<file path="src/logic/bp_pkg.sv">
// Shared sizes, PC field positions and counter encoding for the branch predictor
// Imported by every block of the fetch front end
package bp_pkg;

	// Table geometry
	localparam int btb_row     = 16;                   // Rows in BTB and BHT
	localparam int index_width = $clog2(btb_row);      // Index bits taken from the PC

	// Field positions inside a fetch address
	localparam int index_lsb   = 2;                    // Word aligned so bits 1:0 skipped
	localparam int tag_lsb     = index_lsb + index_width; // Tag sits right above the index
	localparam int tag_size    = 10;                   // PC bits 15:6
	localparam int target_lsb  = 2;                    // Stored target starts at bit 2
	localparam int target_size = 12;                   // PC bits 13:2

	// 32-bit word address
	typedef logic [31:0] pc_t;

	localparam pc_t reset_pc = 32'h0000_1000;          // First fetch after reset
	localparam pc_t pc_step  = 32'd4;                  // Sequential fetch increment

	// Two bit saturating counter
	// MSB of each state is the taken prediction
	typedef enum logic [1:0] {
		strong_not_taken = 2'b00,
		weak_not_taken   = 2'b01,                      // Reset state
		weak_taken       = 2'b10,
		strong_taken     = 2'b11
	} bht_state_t;

endpackage

</file>
<file path="src/logic/fetch_pc_reg.sv">
// Fetch PC register for the front end
// Loads a redirect target or the predicted next PC each enabled cycle
module fetch_pc_reg (
	input  logic        clock,
	input  logic        reset,
	input  logic        enable,      // Low stalls the fetch stage
	input  logic        redirect,    // Strobe from execute on a wrong path
	input  bp_pkg::pc_t redirect_pc, // Corrected fetch address
	input  bp_pkg::pc_t next_pc,     // Prediction from next_pc_select
	output bp_pkg::pc_t fetch_pc     // Address being fetched this cycle
);
	import bp_pkg::*;

	// Source for the next fetch address
	// Redirect always wins over the prediction
	pc_t load_pc;

	always_comb begin
		if (redirect) begin
			load_pc = redirect_pc;  // Execute knows better
		end else begin
			load_pc = next_pc;      // Predicted or sequential
		end
	end

	// PC holds while the stage is stalled
	always_ff @(posedge clock) begin
		if (reset) begin
			fetch_pc <= reset_pc;   // Boot address
		end else if (enable) begin
			fetch_pc <= load_pc;
		end
	end

endmodule

</file>
<file path="src/logic/btb.sv">
// Direct mapped branch target buffer with 16 rows
// Taken resolutions write a row and are forwarded into the same cycle lookup
module btb (
	input  logic        clock,
	input  logic        reset,
	input  logic        enable,          // Stage enable, gates both update and hit
	input  bp_pkg::pc_t fetch_pc,        // Current fetch address
	input  logic        if_branch,       // Fetch word is a branch
	input  bp_pkg::pc_t ex_pc,           // PC of the resolved branch
	input  bp_pkg::pc_t calculated_pc,   // Target computed in execute
	input  logic        ex_branch_taken, // Resolved direction
	input  logic        ex_en_branch,    // A branch resolved this cycle
	output bp_pkg::pc_t target_pc,       // Predicted target, fetch_pc on a miss
	output logic        valid_target     // Hit in the table
);
	import bp_pkg::*;

	// Table storage
	logic [btb_row-1:0]     valid_q;                  // One valid bit per row
	logic [tag_size-1:0]    tag_q    [btb_row];       // PC bits 15:6
	logic [target_size-1:0] target_q [btb_row];       // Target bits 13:2

	// Update side fields
	logic                   update;
	logic [index_width-1:0] ex_index;
	logic [tag_size-1:0]    ex_tag;
	logic [target_size-1:0] ex_target;

	// Lookup side fields
	logic [index_width-1:0] fetch_index;
	logic [tag_size-1:0]    fetch_tag;

	// Row seen by the lookup after this cycle's write
	logic                   row_valid;
	logic [tag_size-1:0]    row_tag;
	logic [target_size-1:0] row_target;

	// Only taken branches allocate or refresh a row
	// Not taken ones leave the entry alone
	assign update    = enable & ex_en_branch & ex_branch_taken;
	assign ex_index  = ex_pc[tag_lsb-1:index_lsb];
	assign ex_tag    = ex_pc[tag_lsb+tag_size-1:tag_lsb];
	assign ex_target = calculated_pc[target_lsb+target_size-1:target_lsb];

	assign fetch_index = fetch_pc[tag_lsb-1:index_lsb];
	assign fetch_tag   = fetch_pc[tag_lsb+tag_size-1:tag_lsb];

	// Bypass a write to the same row into the lookup
	always_comb begin
		row_valid  = valid_q[fetch_index];
		row_tag    = tag_q[fetch_index];
		row_target = target_q[fetch_index];
		if (update && (ex_index == fetch_index)) begin
			row_valid  = 1'b1;       // Row becomes valid at this edge
			row_tag    = ex_tag;
			row_target = ex_target;
		end
	end

	// Hit needs a branch in fetch and a matching tag
	assign valid_target = enable & if_branch & row_valid & (row_tag == fetch_tag);

	// Splice stored bits 13:2 into the fetch PC
	// Upper bits and byte offset come from fetch_pc
	always_comb begin
		target_pc = fetch_pc;
		if (valid_target) begin
			target_pc[target_lsb+target_size-1:target_lsb] = row_target;
		end
	end

	// A row turns valid on its first taken write
	always_ff @(posedge clock) begin
		if (reset) begin
			valid_q <= '0;
		end else if (update) begin
			valid_q[ex_index] <= 1'b1;
		end
	end

	// Tag and target payload
	always_ff @(posedge clock) begin
		if (update) begin
			tag_q[ex_index]    <= ex_tag;
			target_q[ex_index] <= ex_target;
		end
	end

endmodule

</file>
<file path="src/logic/bht.sv">
// Branch history table of 2-bit saturating direction counters
// Every resolved branch trains the counter at its index
module bht (
	input  logic        clock,
	input  logic        reset,
	input  logic        enable,          // Stalled stage ignores training
	input  bp_pkg::pc_t fetch_pc,        // Current fetch address
	input  bp_pkg::pc_t ex_pc,           // PC of the resolved branch
	input  logic        ex_branch_taken, // Resolved direction
	input  logic        ex_en_branch,    // A branch resolved this cycle
	output logic        predict_taken    // Direction guess for fetch_pc
);
	import bp_pkg::*;

	bht_state_t             ctr_q [btb_row];  // One counter per row

	logic                   train;
	logic [index_width-1:0] ex_index;
	logic [index_width-1:0] fetch_index;
	bht_state_t             ex_next;          // Trained value for the ex row
	bht_state_t             fetch_state;      // Post update counter at fetch row

	// One step toward the resolved direction
	// Saturates at both strong states
	function automatic bht_state_t step(input bht_state_t cur, input logic taken);
		bht_state_t nxt;
		case (cur)
			strong_not_taken: nxt = taken ? weak_not_taken : strong_not_taken;
			weak_not_taken:   nxt = taken ? weak_taken     : strong_not_taken;
			weak_taken:       nxt = taken ? strong_taken   : weak_not_taken;
			default:          nxt = taken ? strong_taken   : weak_taken;
		endcase
		return nxt;
	endfunction

	// Taken and not taken resolutions both train
	assign train       = enable & ex_en_branch;
	assign ex_index    = ex_pc[tag_lsb-1:index_lsb];
	assign fetch_index = fetch_pc[tag_lsb-1:index_lsb];
	assign ex_next     = step(ctr_q[ex_index], ex_branch_taken);

	// Same row written this cycle is forwarded
	always_comb begin
		if (train && (ex_index == fetch_index)) begin
			fetch_state = ex_next;
		end else begin
			fetch_state = ctr_q[fetch_index];
		end
	end

	assign predict_taken = fetch_state[1];  // MSB carries the direction

	always_ff @(posedge clock) begin
		if (reset) begin
			for (int i = 0; i < btb_row; i++) begin
				ctr_q[i] <= weak_not_taken;  // Slight bias to fall through
			end
		end else if (train) begin
			ctr_q[ex_index] <= ex_next;
		end
	end

endmodule

</file>
<file path="src/logic/next_pc_select.sv">
// Next fetch address selection
// Follows the BTB target only when the BHT also predicts taken
module next_pc_select (
	input  bp_pkg::pc_t fetch_pc,      // Current fetch address
	input  bp_pkg::pc_t target_pc,     // Spliced target from the BTB
	input  logic        valid_target,  // BTB hit
	input  logic        predict_taken, // BHT direction
	output bp_pkg::pc_t next_pc,       // Address for the next fetch
	output logic        pred_taken     // Front end follows the target
);
	import bp_pkg::*;

	pc_t seq_pc;  // Fall through address

	// Sequential word after the current fetch
	assign seq_pc = fetch_pc + pc_step;

	// Both a known target and a taken guess are needed
	// A hit with a not taken counter still falls through
	assign pred_taken = valid_target & predict_taken;

	always_comb begin
		if (pred_taken) begin
			next_pc = target_pc;   // Jump to predicted target
		end else begin
			next_pc = seq_pc;
		end
	end

endmodule

</file>
<file path="src/logic/bp_frontend.sv">
// Branch prediction front end for the fetch stage
// Ties the PC register, BTB, BHT and next PC selection together
module bp_frontend (
	input  logic        clock,
	input  logic        reset,
	input  logic        enable,          // Fetch stage enable, low stalls
	input  logic        if_branch,       // Fetch word is a branch
	input  logic        ex_en_branch,    // Branch resolved in execute
	input  bp_pkg::pc_t ex_pc,           // PC of the resolved branch
	input  bp_pkg::pc_t calculated_pc,   // Resolved target
	input  logic        ex_branch_taken, // Resolved direction
	input  logic        redirect,        // Load redirect_pc next edge
	input  bp_pkg::pc_t redirect_pc,
	output bp_pkg::pc_t fetch_pc,        // Address fetched this cycle
	output bp_pkg::pc_t next_pc,         // Address for the next cycle
	output logic        pred_taken,      // Predicted taken branch
	output logic        valid_target     // BTB hit
);
	import bp_pkg::*;

	pc_t  target_pc;      // BTB target to the selector
	logic predict_taken;  // BHT direction to the selector

	// PC register closes the loop through next_pc
	fetch_pc_reg u_fetch_pc_reg (
		.clock       (clock),
		.reset       (reset),
		.enable      (enable),
		.redirect    (redirect),
		.redirect_pc (redirect_pc),
		.next_pc     (next_pc),
		.fetch_pc    (fetch_pc)
	);

	btb u_btb (
		.clock           (clock),
		.reset           (reset),
		.enable          (enable),
		.fetch_pc        (fetch_pc),
		.if_branch       (if_branch),
		.ex_pc           (ex_pc),
		.calculated_pc   (calculated_pc),
		.ex_branch_taken (ex_branch_taken),
		.ex_en_branch    (ex_en_branch),
		.target_pc       (target_pc),
		.valid_target    (valid_target)  // Also seen outside
	);

	bht u_bht (
		.clock           (clock),
		.reset           (reset),
		.enable          (enable),
		.fetch_pc        (fetch_pc),
		.ex_pc           (ex_pc),
		.ex_branch_taken (ex_branch_taken),
		.ex_en_branch    (ex_en_branch),
		.predict_taken   (predict_taken)
	);

	next_pc_select u_next_pc_select (
		.fetch_pc      (fetch_pc),
		.target_pc     (target_pc),
		.valid_target  (valid_target),
		.predict_taken (predict_taken),
		.next_pc       (next_pc),
		.pred_taken    (pred_taken)
	);

endmodule

</file>
<file path="config.mk">
export PLATFORM = sky130hd
export DESIGN_NAME = bp_frontend
export DESIGN_NICKNAME = d
export VERILOG_FILES = /design/src/logic/bp_pkg.sv /design/src/logic/fetch_pc_reg.sv /design/src/logic/btb.sv /design/src/logic/bht.sv /design/src/logic/next_pc_select.sv /design/src/logic/bp_frontend.sv
export SDC_FILE = /design/constraint.sdc
export NUM_CORES = 1
export LEC_CHECK = 0
export ABC_AREA = 1
export ABC_CLOCK_PERIOD_IN_PS = 4200
export BUFFER_PORTS_ARGS = -buffer_cell sky130_fd_sc_hd__buf_2
export CAP_MARGIN = 20
export CORE_ASPECT_RATIO = 0.9
export CORE_MARGIN = 2
export CORE_UTILIZATION = 40
export CTS_CLUSTER_DIAMETER = 120
export DETAILED_ROUTE_END_ITERATION = 7
export SYNTH_ARGS = -nofsm -noshare
export SYNTH_HDL_FRONTEND = slang
export SYNTH_HIERARCHICAL = 1
export SYNTH_SLANG_ARGS = --single-unit
</file>
<file path="constraint.sdc">
create_clock -name clock -period 4.2 [get_ports clock]
set_input_delay 0.42 -clock clock [delete_from_list [all_inputs] [get_ports clock]]
set_output_delay 0.42 -clock clock [all_outputs]
set_load 0.005 [all_outputs]
</file>
==> flow_summary.ini <==
[placement]
dp_hpwl_microns = 32500
globalplace.congestion = 0.871
place.port_buffers = 130
place_inst = 2926
placed_area_sq_um = 21900

[clocking]
clock_sinks = 432
clockBufferDepth = 3
cts_tree = built
root_buffer = clkbuf_16
insertion_delay_ns = 0.58
cts_hold_buf = 0
cts_buffers = 45
path_clk_slew_ns = 0.06
cts_max_level = 2

[pwr]
p_leak_nw = 9.03
cellPowerDensity_nw_per_um2 = 417
ir_drop_v = 0.000287

[worst_setup_path]
r2r-start = u_fetch_pc_reg/fetch_pc[2]
critPathLaunchType = flop
worstSetupPathType = flop to output port
cp_max_fo = 22
ff2ff_setup_slack_ns = 1.09
cpMostUsedCell = nand2_1
cp_slowest_cell = dfxtp_4
crit_chain = inv_4 -> buf_4 -> nand2_1 -> nand2_1 -> nand2_1 -> nand3_1 -> nand3_1 -> nand3_1 -> nand3b_1 -> nand2_1 -> clkinv_1 -> nand2_1 -> nor2_1 -> nand3_2 -> inv_2 -> nand2_1 -> buf_4 -> nand2_1 -> o21ai_0 -> buf_2
critical_path.max_stage_delay_ns = 0.37
crit_path_end_kind = output port
critical_path_arrival_ns = 3.55
cp.required_ns = 3.78
rr_endpoint = u_fetch_pc_reg/fetch_pc[4]
worstRegToRegCells = 23

[yosys]
syn-cell-area_sq_um = 20800
netlist_instances = 2216
ys_seq_elements = 432
synth_ff_type = edfxtp_1
synth_nets = 2320
async_reset_ff_share_pct = 0
synth_edf_count = 384
ys_seq_area_share_pct = 60.1
synth_area_per_cell_sq_um = 9.39
yosysUniqueCellTypes = 44
ys.warnings.count = 6

[die]
io_pins = 169
core_sq_um = 51500
fp.dieH_microns = 220
fp.dieArea_sq_um = 53800
die_x_microns = 244
initial_utilization_pct = 40.4
fp-row-count = 79

[route]
num_vias = 15800
route.antenna.remaining_nets = 0
drc = 0
wl_per_cell_microns = 18.8
dr.pass1.iters = 5
drt_iter0_markers = 1504
via_per_inst = 5.26
finalWirelength_microns = 56400

[run_status]
run_status = completed

[sta]
hold_viol = 0
fin_crit_ns = 3.97
finalCritPeriodShare_pct = 94.6
setup_viol = 0
relSlewSlack_pct = 23.0
rsz0062_at_grt = no
tightest_slew_ns = 1.15
skew_ns = 0.0226
tns_ns = 0
fin_hold_ws_ns = 0.142
clock.fmax_ghz = 0.252
slew_viol_final = 0

[layout]
finish.utilization_pct = 45.3
reg_top3 = u_btb/target_q (192), u_btb/tag_q (160)
largest_register_ffs = 192
nets = 2391
area_growth_pct = 12.2
drive_gt1_share_pct = 15.2
max_flop_register = u_btb/target_q
diodes = 0
final_cell_count_no_fill = 3005
stdcell_area_sq_um = 23300

[hold_path]
min_delay_path_depth = 5
holdCritPathClass = primary input to flop
worstHoldEndpoint = u_fetch_pc_reg/fetch_pc[2]
min-delay-start = redirect_pc[2]

[global_routing]
overflow = 0
grt_pass1_vias = 14900
grt_antenna_before_repair = 1
grt_max_degree = 83
grt_util_all_layers_pct = 20.6
grt_pass1_wl_microns = 85700

[job]
maxCapViolCount = 0
==> worst max-delay path by stage <==
| stage | depth (start not counted) | from | slack [ns] | end |
|---|---|---|---|---|
| 3_5_place_dp | 18 | ex_pc[3] | 0.55 | next_pc[4] |
| 6_report | 20 | u_fetch_pc_reg/fetch_pc[2] | 0.23 | next_pc[4] |
| 5_1_grt | 20 | u_fetch_pc_reg/fetch_pc[2] | 0.02 | next_pc[8] |
| 3_3_place_gp | 18 | ex_pc[3] | 0.55 | next_pc[4] |
| 2_1_floorplan | 18 | u_fetch_pc_reg/fetch_pc[4] | 1.04 | next_pc[2] |
| 4_1_cts | 19 | u_fetch_pc_reg/fetch_pc[2] | 0.05 | next_pc[4] |
==> synth_stat cells (4+ instances only) <==
cell type  number  share of area, %
nand2_1       533               9.6
edfxtp_1      384                55
nor2_1        354               6.4
nand3_1       185               4.5
inv_1         161               2.9
o21ai_0       131               3.2
clkbuf_1       48              0.87
dfxtp_1        48               4.6
nand2_2        44               1.3
buf_4          36               1.3
o211ai_1       32               1.2
nor2_2         31              0.93
buf_2          30              0.72
a21oi_1        27              0.65
o22ai_1        26              0.78
o221ai_1       24               1.0
o21ai_1        22              0.53
buf_6          10              0.54
nand3_2        10              0.48
inv_2           8              0.14
nor2_4          8              0.43
a21o_1          6              0.22
or2_1           6              0.18
xor2_1          6              0.25
a31oi_1         5              0.15
buf_1           4             0.072
==> layout make-up <==
type	instances	area (sq um)
Multi-Input combinational cell	1473	6910
Timing Repair Buffer	161	970
Fill cell	4826	28200
Inverter	174	671
Tap cell	688	861
Sequential cell	432	12500
Clock buffer	51	1170
Clock inverter	26	258
==> cell families after synthesis <==
family          after synthesis  synth area share, %
simple gates               1187                 24.3
compound gates              276                 7.80
flops                       432                 60.1
xor+xnor                      9                0.379
buf+inv                     311                 7.36
fa+ha+maj                     1               0.0601
==> routing by layer <==
metal | wire length (microns) | share of wire, % | GRT usage, %
met5 | 0 | 0 | 0
met2 | 26600 | 47 | 33.8
met1 | 24700 | 44 | 27.9
met4 | 1660 | 2.9 | 7.60
met3 | 3440 | 6.1 | 3.02
==> where the power goes <==
part / internal [W] / total, W / switching [W]
sequential: 0.00473 / 0.00479 / 0.0000624
clock: 0.00229 / 0.00393 / 0.00164
combinational: 0.000313 / 0.00101 / 0.000696
==> what timing repair did <==
item                                   in CTS  in global routing
setup endpoints to repair                   0                 32
gates resized for setup                     0                 11
buffers inserted                            0                  1
endpoints found under the hold margin       0                  0
==> cell usage in the layout, fill, tap and decap left out, types with 3 or more instances in the layout <==
| cell | count |
|---|---|
| inv_2 | 7 |
| o21ai_1 | 24 |
| dfxtp_1 | 44 |
| nand2_2 | 44 |
| edfxtp_1 | 384 |
| xnor2_1 | 3 |
| a31oi_1 | 5 |
| clkinv_1 | 13 |
| nand3b_1 | 3 |
| and2_1 | 3 |
| o221ai_1 | 24 |
| nor2_2 | 30 |
| buf_6 | 3 |
| or2_2 | 3 |
| a21oi_1 | 27 |
| or2_1 | 6 |
| clkbuf_1 | 5 |
| or2_0 | 3 |
| o22ai_1 | 26 |
| buf_2 | 130 |
| nor2_4 | 25 |
| buf_4 | 22 |
| o21ai_0 | 128 |
| buf_12 | 6 |
| o211ai_1 | 32 |
| bufinv_16 | 5 |
| inv_1 | 161 |
| nand3_2 | 10 |
| nand2_1 | 533 |
| clkbuf_16 | 46 |
| xor2_1 | 6 |
| nand3_1 | 185 |
| nor2_1 | 338 |
| a21o_1 | 6 |
| clkinv_2 | 7 |
==> metrics by stage <==
step                power (W)  setup WS (ns)
finish                0.00973          0.228
global route           0.0101         0.0176
CTS                   0.00980         0.0513
detailed placement    0.00588          0.547
global placement      0.00586          0.547
floorplan             0.00554           1.04
==> critical path: cells and delay by family (launching register included) <==
kind / cells / cell delay, ns
AOI/OAI and AO/OA: 1 / 0.37
and+or+nand+nor: 13 / 1.16
DFF: 1 / 0.37
buffers and inverters: 6 / 1.06
(Power assumes the default switching activity.)
